===== src/mips32_params.svh =====
// ######################################
// sizes shared by register file and data memory
// data memory is word addressed by bits 7:2
// ######################################
`ifndef MIPS32_PARAMS_SVH
`define MIPS32_PARAMS_SVH

`define REG_COUNT 32

// data memory depth in words
`define DATA_MEM_WORDS 64
`define DATA_MEM_ADDR_SIZE 6

`endif

===== src/pipePkg.sv =====
// ######################################
// control encodings carried between stages
// ######################################
package pipePkg;

	// ALU function picked in decode
	typedef enum logic [2:0] {
		ALU_ADD,
		ALU_SUB,
		ALU_AND,
		ALU_OR,
		ALU_SLT // signed compare
	} aluOp_t;

	// source of the register writeback value
	typedef enum logic {
		WB_ALU,
		WB_MEM
	} wbSrc_t;

endpackage


===== src/memoryStage.sv =====
// ######################################
// 64-word data memory, cleared by reset
// address bits 1:0 are ignored
// ######################################
`timescale 1ns/10ps
`include "mips32_params.svh"

module memoryStage
	import pipePkg::*;
(
	input logic clk,
	input logic rst,
	input logic exValid,
	input logic exRegWe,
	input logic exMemRe,
	input logic exMemWe,
	input wbSrc_t exWbSrc,
	input logic [31:0] exAluResult,
	input logic [31:0] exStoreData,
	input logic [4:0] exDest,
	output logic [4:0] memDest,
	output logic memRegWe,
	output logic [31:0] memAluResult,
	output logic memWr,
	output logic [`DATA_MEM_ADDR_SIZE-1:0] memAddr,
	output logic [31:0] memData,
	output logic regWrite,
	output logic [4:0] regAddr,
	output logic [31:0] regData
);

	logic validQ, regWeQ, memReQ, memWeQ;
	wbSrc_t wbSrcQ, wbSelQ;
	logic [31:0] dataMem [`DATA_MEM_WORDS];
	logic [31:0] loadData;
	logic [31:0] wbLoadQ, wbAluQ;

	// EX/MEM
	always_ff @(posedge clk) begin
		if (rst) begin
			validQ <= 1'b0;
			regWeQ <= 1'b0;
			memReQ <= 1'b0;
			memWeQ <= 1'b0;
		end else begin
			validQ <= exValid;
			regWeQ <= exRegWe;
			memReQ <= exMemRe;
			memWeQ <= exMemWe;
		end
	end

	always_ff @(posedge clk) begin
		wbSrcQ <= exWbSrc;
		memAluResult <= exAluResult;
		memData <= exStoreData;
		memDest <= exDest;
	end

	assign memRegWe = validQ && regWeQ;
	assign memWr = validQ && memWeQ;
	assign memAddr = memAluResult[`DATA_MEM_ADDR_SIZE+1:2]; // word address

	always_ff @(posedge clk) begin
		if (rst) begin
			for (int i = 0; i < `DATA_MEM_WORDS; i++)
				dataMem[i] <= '0;
		end else if (memWr) begin
			dataMem[memAddr] <= memData;
		end
	end

	assign loadData = dataMem[memAddr];

	// MEM/WB
	always_ff @(posedge clk) begin
		if (rst)
			regWrite <= 1'b0;
		else
			regWrite <= memRegWe;
	end

	always_ff @(posedge clk) begin
		wbSelQ <= wbSrcQ;
		regAddr <= memDest;
		wbLoadQ <= loadData;
		wbAluQ <= memAluResult;
	end

	assign regData = (wbSelQ == WB_MEM) ? wbLoadQ : wbAluQ;

	// a store is not a load and retires without a register write
	aStoreOnly: assert property (@(posedge clk) disable iff (rst)
		memWr |-> !memReQ ##1 !regWrite);

endmodule


===== config.mk =====
export PLATFORM = sky130hd
export DESIGN_NAME = memoryStage
export DESIGN_NICKNAME = d
export VERILOG_FILES = /design/src/pipePkg.sv /design/src/memoryStage.sv
export VERILOG_INCLUDE_DIRS = /design/src /design/src/src
export SDC_FILE = /design/constraint.sdc
export NUM_CORES = 2
export LEC_CHECK = 0
export BUFFER_PORTS_ARGS = -buffer_cell sky130_fd_sc_hd__buf_2
export CORE_ASPECT_RATIO = 1.1
export CORE_MARGIN = 2
export CORE_UTILIZATION = 50
export DETAILED_ROUTE_END_ITERATION = 7
export GPL_ROUTABILITY_DRIVEN = 0
export PLACE_DENSITY_LB_ADDON = 0.25
export SETUP_SLACK_MARGIN = 0.05
export SYNTH_ARGS = -nofsm -noshare
export SYNTH_HDL_FRONTEND = slang
export SYNTH_SLANG_ARGS = --single-unit

===== constraint.sdc =====
create_clock -name clk -period 5.6 [get_ports clk]
set_clock_uncertainty 0.05 [all_clocks]
set_input_delay 1.12 -clock clk [delete_from_list [all_inputs] [get_ports clk]]
set_output_delay 1.12 -clock clk [all_outputs]
set_load 0.005 [all_outputs]

==> run metrics <==
outcome finished with violations; failing checks max-capacitance violations, max-slew violations; via total after detailed routing 64100; post-route cell area 0.108 mm2; max cap viols 1; drt drc 0; Placed Area around 0.10 mm2; Setup crit end kind register; Sw Ratio 24.0%; synthesized flop and latch total about 2200; crit path time final 4340 ps; RSZ-0062 raised after global routing no; setup TNS 0 ps; post-synth top area cell edfxtp_1; FFs w/ async S/R, synth 0%; syn_nets 7301; Seq pwr share a little over half; post-route antenna net violation count 0; clock share of power 40.9%; # resized after CTS 0; Iter 0 DRT Violations approximately 11000; Pre-Repair DR Iteration Count 8; Synth Cell Area between 0.09 and 0.1 mm2; r2r startpoint memAluResult[4]$_DFF_P_; Post-CTS Setup Bufs 0; vias in the first global route roughly 62000; CP required around 6300 ps; Mapped Cells roughly 7200; Post-synth EDFFs 2048; multi-input logic area roughly 0.030 mm2; Rel. slew slack -2.42%; Final Max Tran Viols 1; first-pass GRT wire length between 400 and 500 mm; layout cells sized above 1 16.6%; post-synth top area share a little over three fifths; FF/Latch Area around 0.064 mm2; R2R cell count 8; Via density around 6.5; hold depth 0; GRT Util Overall 33.2%; most common cell after layout, fill and taps aside and2_1; largest cells by area after synthesis edfxtp_1 (63%), and2_1 (13%), dfxtp_1 (3.0%); DP HPWL roughly 200 mm; clock buffer depth 3; post-place setup slack approximately 1300 ps; Area Growth Syn to Fin 11.1%; number of I/O pins ~190; H-Tree Level Count 4; core region area between 0.15 and 0.2 mm2; type of the worst min-delay path reg -> reg; Synth Area per Inst 13.5 um2; maximum vdd drop 0.329 mV; internal cell power 26.9 mW; Synth cell types 74; synth warn 0; hold_ws 256 ps; commonest non-fill, non-tap cells in the layout and2_1 (2068), edfxtp_1 (2048), a22oi_1 (303); Pleak ~40 nW; worst-path fanout max 34; PortBufs 189; Worst Hold Path EP wbAluQ[18]$_DFF_P_; WL final about 330 mm; NetSw approximately 8.5 mW; R2R Path End wbLoadQ[1]$_DFF_P_; Skew-Pair Late Insertion Delay slightly above 900 ps; Combinational Power Share 6.7%; sequential area share after synthesis about 66%; total gr overflow 0; fin nets between 7000 and 8000; die width 425 um; hold buffer count at CTS 0; Die H 467 um; row cnt 170; Starting Density between 50% and 60%; layout filler cell count about 16000; PwrDens approximately 330 mW/mm2; register-to-register path setup slack roughly 1300 ps; Avg WL per Cell ~34 um; overall power approximately 35 mW; largest net degree at the start of global routing roughly 160; Startpoint Class register; Setup-failing EPs final 0; max frequency about 230 MHz; full die area 0.199 mm2; kind of critical path reg -> reg; Slew @ Worst Pin 1500 ps; CTS Sinks about 2200; post-route clock period utilization around 77%; Top FF cell, synth edfxtp_1; Final WS setup 1260 ps; endpoints failing hold 0; CTS tree built; Arrival @ worst endpoint around 5100 ps; initial antenna violation count 37; HP Start memAluResult[18]$_DFF_P_; clk root buf clkbuf_16; CTS buffer count ~220; Clk pin slew, worst setup/hold paths 60 ps
-- sequential cells by signal, indices dropped and copies added, names as in the netlist --
signal        flops
wbSrcQ            1
memData          32
memWeQ            1
wbLoadQ          32
wbAluQ           32
validQ            1
regWeQ            1
memDest           5
memAluResult     32
wbSelQ            1
dataMem        2048
regAddr           5
regWrite          1
-- synthesized netlist by cell type, drive strengths merged, types with 16 or more instances --
| master | count |
|---|---|
| and2 | 2071 |
| edfxtp | 2048 |
| clkbuf | 543 |
| a22oi | 303 |
| buf | 257 |
| a221oi | 252 |
| dfxtp | 144 |
| o22ai | 117 |
| nand2 | 110 |
| mux2 | 107 |
| a21oi | 98 |
| nor2 | 92 |
| mux2i | 85 |
| nand3b | 76 |
| nor3 | 73 |
| mux4 | 71 |
| o21ai | 71 |
| or2 | 66 |
| nand3 | 65 |
| a31oi | 48 |
| and3 | 45 |
| nor3b | 45 |
| a211oi | 32 |
| nor4 | 31 |
| or3b | 29 |
| nand2b | 27 |
| a22o | 23 |
| a32oi | 23 |
| and3b | 22 |
| nand4 | 21 |
| o22a | 20 |
| o221ai | 19 |
| a2111oi | 17 |
| o2111ai | 17 |
| a221o | 16 |
-- cell families after synthesis --
family	Yosys count	synth area share, %
AOI/OAI and AO/OA	1130	8.70
buffers and inverters	805	3.54
DFF	2192	66.0
and+or+nand+nor	2835	18.0
muxes	263	3.76
-- routing by layer --
| metal | share of wire (%) | up-vias | GRT usage (%) | routed length, um |
|---|---|---|---|---|
| li1 | - | 26600 | - | - |
| met1 | 36 | 32400 | 43.3 | 121000 |
| met2 | 45 | 4273 | 49.9 | 148000 |
| met3 | 12 | 863 | 8.38 | 40600 |
| met4 | 7.1 | 12 | 20.7 | 23500 |
| met5 | 0.032 | - | 0 | 108 |
-- worst max path at each step --
stage                             from                      endpoint  slack, ps  cells past startpoint
6_report       memAluResult[4]$_DFF_P_            wbLoadQ[1]$_DFF_P_       1260                      8
5_1_grt        memAluResult[4]$_DFF_P_            wbLoadQ[1]$_DFF_P_       1380                      8
4_1_cts        memAluResult[4]$_DFF_P_            wbLoadQ[1]$_DFF_P_       1390                      8
3_5_place_dp                       rst  dataMem[17][0]$_SDFFCE_PN0P_       1310                      7
3_3_place_gp                       rst  dataMem[17][0]$_SDFFCE_PN0P_       1330                      7
2_1_floorplan                      rst  dataMem[41][0]$_SDFFCE_PN0P_       2710                      5
-- area by class of cell --
cell class,count,share of cell area (%)
Inverter,5,0.0243
Tap cell,2580,2.98
Clock inverter,116,1.01
Multi-Input combinational cell,4228,27.7
Clock buffer,295,5.43
Antenna cell,12,0.0277
Sequential cell,2192,59.5
Timing Repair Buffer,504,3.38
-- metrics by stage --
step | utilization [%] | instances
6_report | 55.7 | 9932
5_1_grt | 55.7 | 9921
4_1_cts | 55.7 | 9920
3_5_place_dp | 52.1 | 9509
3_3_place_gp | 52.1 | 9509
2_1_floorplan | - | 7225
-- power groups by stage --
stage	Sequential, mW	Clock (mW)	Combinational, mW
2_1_floorplan	18.7	0	1.21
4_1_cts	18.5	14.5	2.32
5_1_grt	18.5	15.1	2.43
3_5_place_dp	18.9	0	2.31
3_3_place_gp	18.8	0	2.29
6_report	18.5	14.5	2.38
-- worst max-delay path, cell delays in order, from the launching register on --
cell      delay, ps
dfxtp_4         800
nor2b_4         930
buf_12          340
buf_4           370
a221oi_1        190
nor4_1          780
buf_4           230
a21oi_1          60
nand4b_1        330
Power figures use the tool's default switching activity.
