$ cat config.mk
export PLATFORM = sky130hd
export DESIGN_NAME = fetchDecode
export DESIGN_NICKNAME = d
export VERILOG_FILES = /design/src/mips32_params.svh /design/src/pipePkg.sv /design/src/isaPkg.sv /design/src/fetchDecode.sv
export SDC_FILE = /design/constraint.sdc
export NUM_CORES = 1
export LEC_CHECK = 0
export ABC_AREA = 1
export BUFFER_PORTS_ARGS = -buffer_cell sky130_fd_sc_hd__buf_2
export CAP_MARGIN = 20
export CORE_AREA = 2 2 91 93
export DETAILED_ROUTE_END_ITERATION = 8
export DIE_AREA = 0 0 93 95
export HOLD_SLACK_MARGIN = 0.1
export PLACE_DENSITY = 0.78
export SLEW_MARGIN = 40
export SYNTH_ARGS = -nofsm -noshare
export SYNTH_HDL_FRONTEND = slang
export SYNTH_SLANG_ARGS = --single-unit
$ cat constraint.sdc
create_clock -name clk -period 3.5 [get_ports clk]
set_clock_uncertainty 0.15 [all_clocks]
set_input_delay 0.35 -clock clk [delete_from_list [all_inputs] [get_ports clk]]
set_output_delay 0.35 -clock clk [all_outputs]
set_load 0.01 [all_outputs]
$ cat src/mips32_params.svh
// ######################################
// sizes shared by register file and data memory
// data memory is word addressed by bits 7:2
// ######################################
`ifndef MIPS32_PARAMS_SVH
`define MIPS32_PARAMS_SVH

`define REG_COUNT 32

// data memory depth in words
`define DATA_MEM_WORDS 64
`define DATA_MEM_ADDR_SIZE 6

`endif
$ cat src/pipePkg.sv
// ######################################
// control encodings carried between stages
// ######################################
package pipePkg;

	// ALU function picked in decode
	typedef enum logic [2:0] {
		ALU_ADD,
		ALU_SUB,
		ALU_AND,
		ALU_OR,
		ALU_SLT // signed compare
	} aluOp_t;

	// source of the register writeback value
	typedef enum logic {
		WB_ALU,
		WB_MEM
	} wbSrc_t;

endpackage

$ cat src/isaPkg.sv
// ######################################
// MIPS32 instruction formats and encodings
// only the subset the pipeline executes
// ######################################
package isaPkg;

	typedef struct packed {
		logic [5:0] opcode;
		logic [4:0] rs;
		logic [4:0] rt;
		logic [4:0] rd;
		logic [4:0] shamt;
		logic [5:0] funct;
	} rFormat_t;

	typedef struct packed {
		logic [5:0] opcode;
		logic [4:0] rs;
		logic [4:0] rt;
		logic [15:0] imm16;
	} iFormat_t;

	// same 32-bit word, two decodings
	typedef union packed {
		rFormat_t rFormat;
		iFormat_t iFormat;
	} instWord_t;

	localparam logic [5:0] OP_RTYPE = 6'h00;
	localparam logic [5:0] OP_ADDI = 6'h08;
	localparam logic [5:0] OP_ANDI = 6'h0c;
	localparam logic [5:0] OP_ORI = 6'h0d;
	localparam logic [5:0] OP_LW = 6'h23;
	localparam logic [5:0] OP_SW = 6'h2b;

	localparam logic [5:0] FN_ADD = 6'h20;
	localparam logic [5:0] FN_SUB = 6'h22;
	localparam logic [5:0] FN_AND = 6'h24;
	localparam logic [5:0] FN_OR = 6'h25;
	localparam logic [5:0] FN_SLT = 6'h2a;

endpackage

$ cat src/fetchDecode.sv
// ######################################
// takes the instruction stream directly without a PC
// undefined opcodes decode to a no-op
// ######################################
`timescale 1ns/10ps

module fetchDecode
	import isaPkg::*;
	import pipePkg::*;
(
	input logic clk,
	input logic rst,
	input instWord_t inst,
	input logic instValid,
	output logic instReady,
	input logic exLoad,
	input logic [4:0] exDest,
	output logic [4:0] rfRsAddr,
	output logic [4:0] rfRtAddr,
	input logic [31:0] rfRsData,
	input logic [31:0] rfRtData,
	output logic idValid,
	output logic idRegWe,
	output logic idMemRe,
	output logic idMemWe,
	output logic idUseImm,
	output aluOp_t idAluOp,
	output wbSrc_t idWbSrc,
	output logic [4:0] idRs,
	output logic [4:0] idRt,
	output logic [4:0] idDest,
	output logic [31:0] idRsValue,
	output logic [31:0] idRtValue,
	output logic [31:0] idImm
);

	instWord_t ifIdInst;
	logic ifIdValid;
	logic runReg; // low through reset and one cycle after
	logic accept;
	logic loadUseStall;
	logic usesRt;
	logic decRegWe;
	logic signExt;

	assign accept = instValid && instReady;
	assign instReady = runReg && !loadUseStall;

	always_ff @(posedge clk) begin
		if (rst) begin
			runReg <= 1'b0;
			ifIdValid <= 1'b0;
		end else begin
			runReg <= 1'b1;
			if (!loadUseStall)
				ifIdValid <= accept; // hold on stall
		end
	end

	always_ff @(posedge clk) begin
		if (accept)
			ifIdInst <= inst;
	end

	always_comb begin
		decRegWe = 1'b0;
		idMemRe = 1'b0;
		idMemWe = 1'b0;
		idUseImm = 1'b1;
		idAluOp = ALU_ADD;
		idWbSrc = WB_ALU;
		idDest = ifIdInst.iFormat.rt;
		usesRt = 1'b0;
		signExt = 1'b1;
		case (ifIdInst.rFormat.opcode)
			OP_RTYPE: begin
				idUseImm = 1'b0;
				idDest = ifIdInst.rFormat.rd;
				usesRt = 1'b1;
				decRegWe = 1'b1;
				case (ifIdInst.rFormat.funct)
					FN_ADD: idAluOp = ALU_ADD;
					FN_SUB: idAluOp = ALU_SUB;
					FN_AND: idAluOp = ALU_AND;
					FN_OR: idAluOp = ALU_OR;
					FN_SLT: idAluOp = ALU_SLT;
					default: decRegWe = 1'b0; // unknown funct
				endcase
			end
			OP_ADDI: decRegWe = 1'b1;
			OP_ANDI: begin
				decRegWe = 1'b1;
				idAluOp = ALU_AND;
				signExt = 1'b0;
			end
			OP_ORI: begin
				decRegWe = 1'b1;
				idAluOp = ALU_OR;
				signExt = 1'b0;
			end
			OP_LW: begin
				decRegWe = 1'b1;
				idMemRe = 1'b1;
				idWbSrc = WB_MEM;
			end
			OP_SW: begin
				idMemWe = 1'b1;
				usesRt = 1'b1; // store data
			end
			default: ;
		endcase
	end

	assign idRegWe = decRegWe && (idDest != 5'd0);
	assign idImm = signExt ? {{16{ifIdInst.iFormat.imm16[15]}}, ifIdInst.iFormat.imm16}
		: {16'd0, ifIdInst.iFormat.imm16};

	assign rfRsAddr = ifIdInst.rFormat.rs;
	assign rfRtAddr = ifIdInst.rFormat.rt;
	assign idRs = ifIdInst.rFormat.rs;
	assign idRt = ifIdInst.rFormat.rt;
	assign idRsValue = rfRsData;
	assign idRtValue = rfRtData;

	// exLoad already implies a nonzero exDest
	assign loadUseStall = ifIdValid && exLoad &&
		(idRs == exDest || (usesRt && idRt == exDest));
	assign idValid = ifIdValid && !loadUseStall; // bubble into EX

	// a load-use stall lasts one cycle
	aReadyLow: assert property (@(posedge clk) disable iff (rst)
		runReg && !instReady |=> instReady);

endmodule

==> results.ini, run 1 <==
[status]
status=finished, final reports clean

[yosys]
yosysWarnings=0
seq_area_frac_synth=0.418
ys_types=26
yosysTopAreaCell=edfxtp_1
ys_ff_latch=34
synth_top_area_share=0.401
syn_inst=256
avgSynthCellArea_um2=9.35
ys_top_cells_by_area=edfxtp_1 (40%), buf_4 (36%), nand2_1 (4.7%)
synth_area_um2=2390
synth.net_count=361

[global_route]
grt_pass1_vias=1561
track_usage=0.142
grt_pass1_wl_mm=9.12
overflow=0
antenna_found_initial=0
grt_start_max_net_pins=33

[floorplanning]
initial_core_util=0.302
core_area_um2=7930
io_pins=236
die_h_um=95
die-area_um2=8840
row_count=33
chipWidth_um=93

[timing]
worst_slack_ns=1.17
fin_crit_sh=0.664
rsz0062_at_grt=no
min_period_ns=2.33
relSlewSlack=0.647
final_hold_viol_count=0
tightestPinTransition_ns=0.527
tns_ns=0
max_freq_ghz=0.430
setup_viol=0
drv_slew=0

[route]
dr.pass1.iters=3
vias=1579
ant_nets=0
wl_per_cell_um=17.0
totalWireLength_mm=6.69
via_per_inst=4.02
drtIter0Drc=48
drc=0

[layout]
nNetsFinal=392
layout_common_cells=buf_2 (107), dlygate4sd3_1 (33), edfxtp_1 (32)
utilization=0.332
final_common_cell=buf_2
drive_gt1_frac=0.434
area_growth_pct=9.83
finalInstanceArea_um2=2630
diodes=0

[placed_design]
dp_slack_ns=1.18
dpl.hpwl_mm=5.40
gp_congestion=0.709
io_buffer_count=107
place_area_um2=2190

[cts]
clk_pin_slew_ns=0.07
cts-root-buf=clkbuf_8
cts_sinks=34
clockBufferDepth=2
postCtsSetupRepairBufs=0
ctsResizeCount=0
cts_buffers=5
htreeDepth=2
clk_latency_ns=0.28
hold_buffers=33
cts_tree=built

[critical_path]
crit_family=simple AND/OR/NAND/NOR gates
worstPathCellList=nor2_4 > nand3_4 > nand2_1 > nand2_1 > o21ai_2 > nand2_1 > nand2_1 > inv_1 > buf_2
crit_slowest_cell=edfxtp_1
cp_num_buf_inv=2
worstPathRequired_ns=3.00
critPathMaxFanout=13
cp.arrival_ns=1.83
critical_path.most_common_cell=nand2_1
max_stage_delay_ns=0.43
critPathLaunchType=register
critical_path_class=reg -> out
crit_path_end_kind=output port

[pwr]
peakVddDrop_mv=0.267
cellPowerDensity_nw_per_um2=339
power_leakage_nw=1.30

[hold_path]
worstHoldPathType=in -> reg

[flow_run]
cap_violations=0

## layout make-up
cell class / instances / area (µm²)
fill: 823 / 5300
sequential: 34 / 1000
timing repair buffer: 141 / 891
multi-input combinational: 76 / 415
tap: 105 / 131
inverter: 29 / 109
clock buffer: 6 / 72.6
clock inverter: 2 / 8.76
## metal layers
layer / up-vias / global-route usage / wire length (µm)
li1: 750 / - / -
met1: 699 / 0.110 / 1800
met2: 108 / 0.275 / 3670
met3: 22 / 0.0830 / 976
met4: 0 / 0.0674 / 246
met5: - / 0 / 0
## tightest hold or removal path, delay by kind of cell
kind | cells | cell delay [ns]
simple gates | 1 | 0.05
buf+inv | 3 | 0.18
compound gates | 1 | 0.14
## synth_stat cells (all sizes together)
cell and number:
inv 29, xor2 4, a31oi 1, nand4 2, o211ai 1, a21boi 1
edfxtp 32, nor2 15, buf 117, nor3 2, nand2 30, xnor2 2
dfxtp 2, or2 1, nand3 8, o221ai 1, a21oi 2, o21ai 6
## stage by stage
step	hold slack [ns]	total power [W]	instances
CTS	0.303	0.000899	392
detailed placement	0.371	0.000596	351
floorplan	0.275	0.000641	256
finish	0.312	0.000891	393
global placement	0.369	0.000593	351
global route	0.388	0.000929	393
## state kept, by name (all words and copies together), names as in the netlist
signal / count
runReg: 1
ifIdInst: 32
ifIdValid: 1
## power by group
| part | switching, W | internal, W |
|---|---|---|
| Combinational | 0.0000684 | 0.0000733 |
| Clock | 0.000136 | 0.000137 |
| Sequential | 0.0000116 | 0.000465 |
## final timing paths
kind	startpoint	cells after the start	endpoint	slack (ns)
worst max-delay path	ifIdInst[31]	9	instReady	1.17
worst min register to register	runReg	4	ifIdValid	0.40
worst max register to register	ifIdInst[26]	10	ifIdInst[8]	1.43
worst min-delay path	instValid	5	ifIdValid	0.31
## logic make-up after synthesis
logic type | share of synthesized area
buffers and inverters | 0.414
AO/OA/AOI/OAI | 0.0340
AND/OR/NAND/NOR | 0.112
XOR/XNOR | 0.0220
flip-flops | 0.418
No activity file was read; power rests on OpenSTA's default activity.
==> inputs of run 2 (changes only) <==
Settings changed: PLACE_DENSITY 0.78 to 0.81.
Clock period 3.5 ns to 2.1 ns, I/O delays scaled along.
==> run 2 against run 1 <==
Compared with the run above:
- the run now ends with negative setup slack left
- critical path depth unchanged
- wire length increased by 8.3%
- via count increased by 7.0%
- die area unchanged
- worst setup slack got worse by 1.2 ns
- sequential power increased by 67%
- register-to-register slack got worse by 1.3 ns
- first-iteration DRC count decreased by 8.3%
- critical path type unchanged
- largest cell class is now non-clock buffers
- largest power group unchanged
==> results.ini, run 2 (synthesis gave the netlist of run 1 again) <==
[critical_path]
crit_path_end_kind=output port
cp.arrival_ns=1.81  ; -0.02 ns
critical_path_class=reg -> out
critPathLaunchType=register
critPathMaxFanout=5  ; -8
worstPathRequired_ns=1.74  ; -1.26 ns

[placed_design]
dpl.hpwl_mm=5.51  ; +2.0%
place_area_um2=2310  ; +5.8%
gp_congestion=0.707  ; -0.31%
io_buffer_count=107  ; unchanged

[layout]
largest_reg_flops=32  ; unchanged
drive_gt1_frac=0.518  ; +0.0835
area_growth_pct=22.4
top_register=ifIdInst
final_common_cell=buf_2
reg_top3=ifIdInst: 32 flops, ifIdValid: 1 flops, runReg: 1 flops
layout_common_cells=buf_2 (106), dlygate4sd3_1 (33), edfxtp_1 (32)
diodes=0  ; unchanged
n_fill_cell=784  ; -4.7%
finalInstanceArea_um2=2930  ; +11%
nNetsFinal=417  ; +6.4%

[timing]
drv_slew=0  ; unchanged
setup_viol=3  ; +3
fin_crit_sh=1.03
final_hold_viol_count=0  ; unchanged
max_freq_ghz=0.460
worst_slack_ns=-0.0728  ; -1.25 ns
tightestPinTransition_ns=0.241  ; -0.286 ns
tns_ns=-0.111  ; -0.111 ns
relSlewSlack=0.839  ; +0.192
min_period_ns=2.17
rsz0062_at_grt=yes
hold_slack_ns=0.237  ; -0.0752 ns

[route]
totalWireLength_mm=7.25  ; +8.3%
drc=0  ; unchanged
dr.pass1.iters=4  ; +1
wl_per_cell_um=17.3  ; +1.8%
via_per_inst=4.04  ; +0.63%
drtIter0Drc=44  ; -8.3%
vias=1690  ; +7.0%
ant_nets=0  ; unchanged

[cts]
cts_tree=built
clk_latency_ns=0.29  ; about the same
htreeDepth=2  ; unchanged
cts_buffers=5  ; unchanged
clockBufferDepth=2  ; unchanged
clk_pin_slew_ns=0.06  ; about the same
cts-root-buf=clkbuf_8
cts_sinks=34  ; unchanged

[pwr]
power.switching_w=0.000377  ; +75%
clockPowerShare=0.298  ; -0.007
p_int_w=0.00115  ; +71%
power.total_w=0.00153  ; +72%
power_leakage_nw=1.45  ; +12%
sequentialPowerShare=0.519  ; -0.017
p_comb_frac=0.183  ; +0.024
switching_share=0.246  ; +0.00418
peakVddDrop_mv=0.387  ; +45%
cellPowerDensity_nw_per_um2=523  ; +54%

[global_route]
grt_pass1_vias=1673  ; +7.2%
antenna_found_initial=0  ; unchanged
grt_start_max_net_pins=17  ; -48%
track_usage=0.155  ; +0.0137
grt_pass1_wl_mm=9.91  ; +8.6%
overflow=0  ; unchanged

[floorplanning]
row_count=33  ; unchanged
initial_core_util=0.302  ; unchanged
chipWidth_um=93  ; unchanged
core_area_um2=7930  ; unchanged
die-area_um2=8840  ; unchanged
die_h_um=95  ; unchanged
io_pins=236  ; unchanged

[flow_run]
cap_violations=0  ; unchanged

[status]
status=finished, violations left
violations=negative setup slack

[hold_path]
worstHoldPathType=in -> reg

-- run 2: changes by cell type in the layout (fill, tap and decap cells not counted), moves of 2 or more --
cell | previous run | this run
buf_6 | 0 | 2
nor2_4 | 2 | 5
buf_12 | 0 | 3
nor2_1 | 11 | 9
nand2_1 | 30 | 26
nand2_2 | 0 | 3
buf_4 | 0 | 19
inv_2 | 1 | 3
inv_1 | 28 | 26
-- run 2: what timing repair did --
action / in CTS / in global routing
pin swaps: 5 / 7
buffers inserted: 5 / 3
hold buffers: 33 / 0
gates cloned: 2 / 0
gates resized for setup: 12 / 11
setup endpoints to repair: 34 / 6
endpoints found under the hold margin: 34 / 0
-- run 2: power groups by stage --
stage / clock network, W / registers [W] / logic (W)
2_1_floorplan: 0 / 0.000805 / 0.000264
3_3_place_gp: 0 / 0.000806 / 0.000198
3_5_place_dp: 0 / 0.000808 / 0.000204
4_1_cts: 0.000474 / 0.000793 / 0.000274
5_1_grt: 0.000494 / 0.000798 / 0.000305
6_report: 0.000456 / 0.000795 / 0.000280
-- run 2: final cells by class --
cell class,count,area (µm²),share of cell area
clock buffers,6,72.6,0.0248
clock inverters,2,8.76,0.00299
inverters,29,109,0.0371
multi-input cells,77,474,0.162
flip-flops and latches,34,1000,0.342
well taps,105,131,0.0448
repair buffers,165,1130,0.387
-- run 2: path summary, 6_finish.rpt --
check / from / end / slack [ns] / cells past startpoint
setup / recovery: ifIdInst[27] / idRegWe / -0.07 / 9
hold / removal: exLoad / ifIdValid / 0.24 / 7
setup reg to reg: ifIdInst[27] / ifIdInst[30] / 0.08 / 12
hold reg to reg: runReg / ifIdValid / 0.46 / 4
-- run 2: stage by stage --
step	util	setup WS, ns	std cells
3_5_place_dp	0.292	-0.211	368
4_1_cts	0.363	-0.141	416
2_1_floorplan	-	0.139	256
6_report	0.370	-0.0728	418
3_3_place_gp	0.292	-0.0773	368
5_1_grt	0.370	-0.168	418
-- run 2: worst max-delay path: stages (launching register included) --
cell,delay (ns)
edfxtp_1,0.45
nor2_4,0.17
nand3_4,0.10
buf_8,0.14
or2_0,0.18
o21ai_1,0.07
inv_1,0.08
nor2_2,0.11
a21oi_2,0.08
buf_2,0.14
-- run 2: routing by layer --
| metal | share of wire | global-route usage | up-vias |
|---|---|---|---|
| met5 | 0 | 0 | - |
| met4 | 0.028 | 0.0735 | 0 |
| met3 | 0.15 | 0.0942 | 18 |
| met2 | 0.55 | 0.291 | 124 |
| met1 | 0.27 | 0.128 | 745 |
| li1 | - | - | 803 |
