**src/mips32_params.svh**
```systemverilog
// ######################################
// sizes shared by register file and data memory
// data memory is word addressed by bits 7:2
// ######################################
`ifndef MIPS32_PARAMS_SVH
`define MIPS32_PARAMS_SVH

`define REG_COUNT 32

// data memory depth in words
`define DATA_MEM_WORDS 64
`define DATA_MEM_ADDR_SIZE 6

`endif
```
**src/pipePkg.sv**
```systemverilog
// ######################################
// control encodings carried between stages
// ######################################
package pipePkg;

	// ALU function picked in decode
	typedef enum logic [2:0] {
		ALU_ADD,
		ALU_SUB,
		ALU_AND,
		ALU_OR,
		ALU_SLT // signed compare
	} aluOp_t;

	// source of the register writeback value
	typedef enum logic {
		WB_ALU,
		WB_MEM
	} wbSrc_t;

endpackage

```
**src/executeStage.sv**
```systemverilog
// ######################################
// forwarding from MEM then WB, no branches
// loads in MEM are covered by the ID stall
// ######################################
`timescale 1ns/10ps

module executeStage
	import pipePkg::*;
(
	input logic clk,
	input logic rst,
	input logic idValid,
	input logic idRegWe,
	input logic idMemRe,
	input logic idMemWe,
	input logic idUseImm,
	input aluOp_t idAluOp,
	input wbSrc_t idWbSrc,
	input logic [4:0] idRs,
	input logic [4:0] idRt,
	input logic [4:0] idDest,
	input logic [31:0] idRsValue,
	input logic [31:0] idRtValue,
	input logic [31:0] idImm,
	input logic [4:0] memDest,
	input logic memRegWe,
	input logic [31:0] memAluResult,
	input logic [4:0] wbDest,
	input logic wbRegWe,
	input logic [31:0] wbData,
	output logic exLoad,
	output logic [4:0] exDest,
	output logic exValid,
	output logic exRegWe,
	output logic exMemRe,
	output logic exMemWe,
	output wbSrc_t exWbSrc,
	output logic [31:0] exAluResult,
	output logic [31:0] exStoreData,
	output logic [4:0] exDestOut
);

	logic useImmQ;
	aluOp_t aluOpQ;
	logic [4:0] rsQ, rtQ, destQ;
	logic [31:0] rsValueQ, rtValueQ, immQ;
	logic fwdRsMem, fwdRtMem;
	logic rtUsed;
	logic memIsLoad; // previous EX instruction was a load
	logic [31:0] opA, opB;

	always_ff @(posedge clk) begin
		if (rst) begin
			exValid <= 1'b0;
			exRegWe <= 1'b0;
			exMemRe <= 1'b0;
			exMemWe <= 1'b0;
			memIsLoad <= 1'b0;
		end else begin
			exValid <= idValid;
			exRegWe <= idValid && idRegWe;
			exMemRe <= idValid && idMemRe;
			exMemWe <= idValid && idMemWe;
			memIsLoad <= exLoad;
		end
	end

	always_ff @(posedge clk) begin
		useImmQ <= idUseImm;
		aluOpQ <= idAluOp;
		exWbSrc <= idWbSrc;
		rsQ <= idRs;
		rtQ <= idRt;
		destQ <= idDest;
		rsValueQ <= idRsValue;
		rtValueQ <= idRtValue;
		immQ <= idImm;
	end

	assign fwdRsMem = memRegWe && memDest == rsQ;
	assign fwdRtMem = memRegWe && memDest == rtQ;
	assign rtUsed = !useImmQ || exMemWe;

	assign opA = fwdRsMem ? memAluResult :
		(wbRegWe && wbDest == rsQ) ? wbData : rsValueQ;
	assign exStoreData = fwdRtMem ? memAluResult :
		(wbRegWe && wbDest == rtQ) ? wbData : rtValueQ;
	assign opB = useImmQ ? immQ : exStoreData;

	always_comb begin
		case (aluOpQ)
			ALU_SUB: exAluResult = opA - opB;
			ALU_AND: exAluResult = opA & opB;
			ALU_OR: exAluResult = opA | opB;
			ALU_SLT: exAluResult = {31'd0, $signed(opA) < $signed(opB)};
			default: exAluResult = opA + opB; // add, also address calc
		endcase
	end

	assign exLoad = exValid && exMemRe && exRegWe;
	assign exDest = destQ;
	assign exDestOut = destQ;

	// aluResult of a load in MEM is an address, never forward it
	aNoLoadFwd: assert property (@(posedge clk) disable iff (rst)
		exValid && memIsLoad |-> !(fwdRsMem || (rtUsed && fwdRtMem)));

endmodule

```
**config.mk**
```make
export PLATFORM = sky130hd
export DESIGN_NAME = executeStage
export DESIGN_NICKNAME = d
export VERILOG_FILES = /design/src/mips32_params.svh /design/src/pipePkg.sv /design/src/executeStage.sv
export SDC_FILE = /design/constraint.sdc
export NUM_CORES = 1
export LEC_CHECK = 0
export BUFFER_PORTS_ARGS = -buffer_cell sky130_fd_sc_hd__buf_2
export CAP_MARGIN = 20
export CORE_ASPECT_RATIO = 1.4
export CORE_MARGIN = 5
export CORE_UTILIZATION = 30
export CTS_CLUSTER_SIZE = 28
export DETAILED_ROUTE_END_ITERATION = 16
export PLACE_DENSITY = 0.63
export SLEW_MARGIN = 20
export SYNTH_ARGS = -nofsm -noshare
export SYNTH_HDL_FRONTEND = slang
export SYNTH_SLANG_ARGS = --single-unit
```
**constraint.sdc**
```tcl
create_clock -name clk -period 5.4 [get_ports clk]
set_clock_uncertainty 0.05 [all_clocks]
set_input_delay 0.81 -clock clk [delete_from_list [all_inputs] [get_ports clk]]
set_output_delay 0.81 -clock clk [all_outputs]
set_load 0.05 [all_outputs]
```
==> summary.txt, run 1 <==
Synth
  – Count of different cell masters after synthesis: 74
  – Mapped cell area: 9470 µm²
  – Syn. warnings: 0
  – Most used flip-flop cell after synthesis: dfxtp_1
  – Synth area leader: dfxtp_1
  – Synth Area in Simple Gates: approximately 14%
  – Synthesized area per cell: around 8 µm²
  – Largest cells by area after synthesis: dfxtp_1, ha_1, mux2i_1, o21ai_0, nand2_1
  – Register area share after synthesis: between 20% and 30%
  – Number of enable flip-flop cells after synthesis: 0
  – Synth Area in Adders: 14.0%
  – Share of the synthesized area in the top cell type: 25.4%
  – Mapped Nets: approximately 1500
  – Synthesized flop and latch total: 120
  – Synth Area in XOR/XNOR: between 3 and 4%
  – Post-synthesis mux area share: 11.4%
  – Fraction of registers with async set/reset: 0%
  – Largest family of logic cells by synthesized area: compound AO/OA/AOI/OAI gates
  – Post-synthesis compound-gate area fraction: about a quarter
  – Gate Count Post-Synth: 1189

CTS
  – H-tree Lvls: 4
  – Hold-fix buffers, CTS: 0
  – Clock Tree Buf Depth: 2
  – Clk sinks: 120
  – Clock transition at the registers of the reported paths: 0.06 ns
  – Cts bufs inserted: 17
  – CTS tree: built
  – CTS root buf: clkbuf_16

Drt
  – Metal1 wirelength: roughly 17000 µm
  – # DRC: 0
  – Highest routed layer: met5
  – Mean number of vias per cell: approximately 5.1
  – DRT iter0 DRCs: ~530
  – Met2 wire length: approximately 22000 µm
  – Met3 wire length: ~2100 µm
  – Initial DRT Pass Iterations: 5
  – Wirelength per Cell: slightly below 20 µm
  – Post-DRT Antenna Nets: 0
  – Routed via count: roughly 11000
  – Routed WL: around 42000 µm

Global route
  – Initial antenna violation count: 4
  – All-Layer GR Usage: between 20% and 30%
  – GRT Residual Overflow: 0
  – First-pass GRT wire length: between 60000 and 70000 µm
  – Number of global-route vias before repair: approximately 12000
  – Largest net degree at the start of global routing: 52

Critical path
  – Crit path launch: wbDest[2]
  – Max FO, Critical Path: 6
  – Crit-path slowest cell: o311ai_4
  – Worst Path Arrival: 5.13 ns
  – Max stage delay on crit path: around 0.34 ns
  – CP Launch Type: primary input
  – Cell Chain, Critical Path: buf_6 > xor2_1 > nor4_2 > buf_4 > and3_4 > buf_12 > mux2i_4 > o21ai_4 > mux2_4 > ha_4 > o21ba_4 > nor4_4 > nor3_2 > o41ai_2 > a21oi_2 > o311ai_4 > buf_6 > o21a_1 > xnor2_1 > o211ai_1 > clkbuf_16
  – Worst Setup End Kind: output port
  – Crit-path most repeated cell: buf_6
  – Crit Path Category: primary input to output port
  – Critical Path RT: around 4.5 ns
  – Worst Setup EP: exAluResult[25]

Power
  – Reg power frac: 20.7%
  – Overall power: 0.00465 W
  – Max VDD drop: a little under 0.4 mV
  – LEAKAGE: between 7 and 8 nW
  – Power Density: about 280 nW/µm²
  – Switch share: between 30% and 40%
  – Internal power: 0.00287 W
  – Gate power share: between 50% and 60%
  – Clock share of power: ~26%
  – Switching pwr: roughly 0.0018 W

Layout
  – Fin area: 16800 µm²
  – Most common cell after layout, fill and taps aside: buf_4
  – Commonest non-fill, non-tap cells in the layout: buf_4, buf_2, dfxtp_1
  – Layout area overhead: 77.5%
  – Final #Nets: ~2100
  – Layout cell share with drive strength beyond 1: roughly half
  – Core Util, Final: 53.5%

STA
  – Worst slew pin tran: 1.13 ns
  – Final worst slack: -0.590 ns
  – Tcrit/Tclk final: 111%
  – Final Max Tran Viols: 0
  – Final Hold Viols: 0
  – Max Freq: 167 MHz
  – Period minus WS final: between 5 and 6 ns
  – Hold Slack: between 0.4 and 0.5 ns
  – RSZ-0062 raised after global routing: yes
  – Max_slew headroom: 24.3%
  – Setup-failing EPs final: 26

Placed design
  – Global placer's final weighted congestion: 0.943
  – Dpl ws: -0.941 ns
  – PortBufs: approximately 280
  – Post-DP HPWL: 33400 µm
  – Dpl cell area: ~14000 µm²

Die
  – Die Y: ~220 µm
  – Core area: 31400 µm²
  – Initial core utilization: 30.1%
  – Die width: ~160 µm
  – Die ar.: around 35000 µm²
  – Ports: approximately 280
  – Placement Rows: 77

Min path
  – Hold path start: idImm[11]
  – HP Class: primary input to flip-flop
  – Hold Crit Depth: 1

Status
  – Failing checks: setup timing
  – Outcome: finished with violations

Flow run
  – Max-cap viol count: 0
==> Yosys cell counts (24+ instances only) <==
library cell and instances:
nor2_1 71, dfxtp_1 120, o21ai_0 119, o22ai_1 24, nand2_1 121, ha_1 103, inv_1 103, xor2_1 24
a21oi_1 68, mux2_2 26, clkbuf_1 46, mux2i_1 79
==> repair_timing <==
item | in CTS | in global routing
pin swaps | 81 | 55
resized for setup | 210 | 73
endpoints found under the setup margin | 28 | 28
buffers inserted | 43 | 20
cloned | 1 | 0
==> cell type report <==
| class | count | area [µm²] |
|---|---|---|
| fillers | 2869 | 14600 |
| multi-input cells | 895 | 8260 |
| repair buffers | 619 | 4610 |
| flip-flops and latches | 120 | 2400 |
| well taps | 395 | 494 |
| clock buffers | 18 | 439 |
| inverters | 107 | 407 |
| clock inverters | 13 | 179 |
| diodes | 4 | 10.0 |
==> cells by family (layout without fill, tap and decap cells) <==
group                    count (synthesis)  count (layout)
multiplexers                           105             105
adder cells (fa/ha/maj)                105             105
flip-flops                             120             120
AND/OR/NAND/NOR                        284             284
other                                    0               4
buffers and inverters                  174             757
XOR/XNOR                                41              41
AO/OA/AOI/OAI                          360             360
==> routing by layer <==
layer,GRT usage (%),vias to the layer above
li1,-,5334
met1,26.6,5290
met2,42.1,382
met3,3.91,101
met4,10.8,4
met5,0,-
==> registers in the layout (all words and copies together), names as in the netlist <==
signal and count:
aluOpQ 3, rsValueQ 32, exWbSrc 1, rtQ 5, rtValueQ 32, exMemRe 1, exDest 5, useImmQ 1
rsQ 5, exValid 1, exRegWe 1, immQ 32, exMemWe 1
==> worst min path at each step <==
| stage | endpoint |
|---|---|
| global route | rtValueQ[22] |
| floorplan | aluOpQ[0] |
| global placement | rtValueQ[13] |
| finish | immQ[11] |
| detailed placement | rtValueQ[16] |
| CTS | rsValueQ[11] |
==> through the flow <==
step / TNS, ns / std cells
floorplan: -1.84 / 1189
global placement: -17.35 / 2089
detailed placement: -16.90 / 2089
CTS: -10.33 / 2153
global route: -14.69 / 2168
finish: -10.35 / 2171
==> critical path, delay by kind of cell <==
family | cells | cell delay, ns
adder cells (fa/ha/maj) | 1 | 0.27
multiplexers | 2 | 0.55
XOR/XNOR | 2 | 0.22
buffers and inverters | 5 | 0.83
AO/OA/AOI/OAI | 7 | 1.56
AND/OR/NAND/NOR | 4 | 0.86
==> power by group through the flow <==
stage / combinational, W / clock, W / sequential, W
after CTS: 0.00237 / 0.00122 / 0.000962
after floorplan: 0.00114 / 0 / 0.000978
after global placement: 0.00206 / 0 / 0.000978
after global routing: 0.00264 / 0.00125 / 0.000967
after detailed placement: 0.00208 / 0 / 0.000979
final: 0.00250 / 0.00119 / 0.000963
(Power assumes the default switching activity.)
==> run 2: changes to the inputs <==
==> constraint.sdc (replaced) <==
create_clock -name clk -period 5.4 [get_ports clk]
set_clock_uncertainty 0.05 [all_clocks]
set_input_delay 0.27 -clock clk [delete_from_list [all_inputs] [get_ports clk]]
set_output_delay 0.27 -clock clk [all_outputs]
set_load 0.05 [all_outputs]
==> run 2 against run 1 <==
  * The flow now finishes without violations
  * First-iteration DRC count is 64% higher
  * Clock-buffer cell count is 3 higher
  * Sequential power is 0.6% lower
  * Critical path depth is 2 lower
  * Sequential share of layout area is 2.9 points higher
  * Via count is 6.4% lower
  * Sequential cell count stayed put
  * Total power is 15% lower
  * Cell area is 17% lower
  * Critical endpoint is now exAluResult[30]
==> summary.txt, run 2 (synthesis gave the netlist of run 1 again) <==
Status
  – Outcome: completed

Global route
  – Largest net degree at the start of global routing: 52 (unchanged)
  – Number of global-route vias before repair: 10828 (-7.0%)
  – GRT Residual Overflow: 0 (unchanged)
  – First-pass GRT wire length: 58000 µm (-9.5%)
  – Initial antenna violation count: 2 (-2)
  – All-Layer GR Usage: 20.8% (-2.4 points)

Power
  – Power Density: 283 nW/µm² (+2.0%)
  – LEAKAGE: 6.24 nW (-18%)
  – Overall power: 0.00395 W (-15%)
  – Max VDD drop: 0.313 mV (-21%)

Drt
  – Initial DRT Pass Iterations: 8 (+3)
  – Met3 wire length: 2530 µm (+21%)
  – Wirelength per Cell: 19.2 µm (-1.7%)
  – Metal1 wirelength: 14600 µm (-13%)
  – # DRC: 0 (unchanged)
  – Highest routed layer: met5
  – Routed via count: 10405 (-6.4%)
  – Routed WL: 38500 µm (-9.5%)
  – Mean number of vias per cell: 5.21 (+1.7%)
  – Met2 wire length: 19600 µm (-9.7%)
  – Post-DRT Antenna Nets: 0 (unchanged)
  – DRT iter0 DRCs: 874 (+64%)

STA
  – Max Freq: 191 MHz (+14%)
  – Final Max Tran Viols: 0 (unchanged)
  – Final Hold Viols: 0 (unchanged)
  – Worst slew pin tran: 1.16 ns (+0.0299 ns)
  – Max_slew headroom: 22.6% (-1.7 points)
  – RSZ-0062 raised after global routing: yes
  – Setup-failing EPs final: 0 (-100%)
  – Final worst slack: 0.159 ns (+0.749 ns)
  – Period minus WS final: 5.24 ns (-0.749 ns)
  – Hold Slack: 0.102 ns (-0.322 ns)
  – Tcrit/Tclk final: 97.1% (-14 points)

Critical path
  – Crit-path most repeated cell: buf_4
  – WP depth: 19 (-9.5%)
  – Max stage delay on crit path: 0.42 ns (+0.08 ns)
  – Worst path bufs/invs: 4 (-1)
  – Critical Path RT: 5.08 ns (+0.54 ns)
  – Worst Path Arrival: 4.92 ns (-0.21 ns)
  – CP Launch Type: flip-flop
  – Worst Setup End Kind: output port
  – Max FO, Critical Path: 8 (+2)
  – Cell Chain, Critical Path: xor2_1 > nor4_2 > and3_4 > clkbuf_16 > buf_4 > mux2i_1 > o21ai_1 > mux2_2 > ha_1 > buf_4 > nor2_1 > nor2_1 > a21oi_1 > o211ai_1 > a211o_1 > a221oi_2 > xnor2_1 > o221ai_1 > buf_4
  – Crit-path slowest cell: a211o_1
  – Crit Path Category: flip-flop to output port
  – Cell family with most CP delay: compound AO/OA/AOI/OAI gates

Placed design
  – Dpl cell area: 11500 µm² (-20%)
  – PortBufs: 277 (unchanged)
  – Global placer's final weighted congestion: 0.991 (+5.1%)
  – Dpl ws: 0.0518 ns (+0.993 ns)
  – Post-DP HPWL: 28400 µm (-15%)

Die
  – Core area: 31400 µm² (unchanged)
  – Die ar.: 35300 µm² (unchanged)
  – Ports: 278 (unchanged)
  – Placement Rows: 77 (unchanged)
  – Initial core utilization: 30.1% (unchanged)
  – Die Y: 220 µm (unchanged)
  – Die width: 160 µm (unchanged)

Layout
  – Layout area overhead: 47.6%
  – Most common cell after layout, fill and taps aside: buf_2
  – Commonest non-fill, non-tap cells in the layout: buf_2, nand2_1, dlygate4sd3_1
  – Layout cell share with drive strength beyond 1: 29.9% (-22 points)
  – Register area: 2400 µm² (unchanged)
  – Fin area: 14000 µm² (-17%)
  – Top Registers: immQ: 32 flops, rsValueQ: 32 flops, rtValueQ: 32 flops
  – # fillers: 3018 (+5.2%)
  – Core Util, Final: 44.5% (-9.0 points)
  – Footprint of the multi-input gates: 6920 µm² (-16%)
  – Final #Nets: 1892 (-8.3%)

Min path
  – Hold Crit Depth: 2 (+1)
  – HP Class: primary input to flip-flop
  – Hold EP: exValid
  – Hold path start: idValid

Flow run
  – Max-cap viol count: 0 (unchanged)

CTS
  – CTS tree: built
  – Clk sinks: 120 (unchanged)
  – Clock transition at the registers of the reported paths: 0.05 ns (about the same)
  – H-tree Lvls: 4 (unchanged)
  – Cts bufs inserted: 17 (unchanged)
  – Clock Tree Buf Depth: 2 (unchanged)
  – CTS root buf: clkbuf_16
==> run 2: cell count changes in the layout (fill, tap and decap cells not counted), sizes merged <==
cell	previous run	this run
buf	617	325
bufinv	4	5
clkbuf	20	24
clkinv	6	4
clkinvlp	4	3
diode	4	2
dlygate4sd3	0	120
==> run 2: per-layer routing <==
layer  global-route usage [%]  vias up
met5                        0        -
met4                     9.67        2
met3                     5.03      118
met2                     38.2      469
met1                     22.6     4827
li1                         -     4989
==> run 2: layout make-up <==
type                    instances  share of cell area [%]
flip-flops and latches        120                    17.2
inverters                     107                    2.88
clock inverters                11                    1.40
diodes                          2                  0.0358
well taps                     395                    3.54
multi-input cells             895                    49.6
repair buffers                448                    22.1
clock buffers                  21                    3.30
==> run 2: power by group <==
part	leakage, nW	switching (W)	internal, W	total [W]
sequential	1.01	0.0000234	0.000934	0.000957
combinational	4.92	0.00108	0.000644	0.00172
clock	0.310	0.000422	0.000843	0.00126
==> run 2: worst max path at each step <==
stage	slack (ns)	from	to
detailed placement	0.05	wbDest[2]	exAluResult[29]
global placement	0.15	wbDest[2]	exAluResult[29]
floorplan	0.01	rtQ[2]	exAluResult[30]
finish	0.16	rtQ[2]	exAluResult[30]
CTS	0.004	rtQ[1]	exAluResult[23]
global route	-0.04	rtQ[2]	exAluResult[26]
==> run 2: stage by stage <==
| step | cells | setup TNS [ns] |
|---|---|---|
| 4_1_cts | 1991 | 0 |
| 3_3_place_gp | 1834 | 0 |
| 3_5_place_dp | 1834 | 0 |
| 6_report | 1999 | 0 |
| 2_1_floorplan | 1189 | 0 |
| 5_1_grt | 1998 | -0.0806 |
==> run 2: repair_timing <==
action / 4_1_cts / 5_1_grt
hold buffers: 120 / 0
pin swaps: 7 / 18
cloned: 0 / 1
setup endpoints to repair: 17 / 20
endpoints found under the hold margin: 120 / 0
setup buffers: 5 / 5
gates resized for setup: 26 / 87
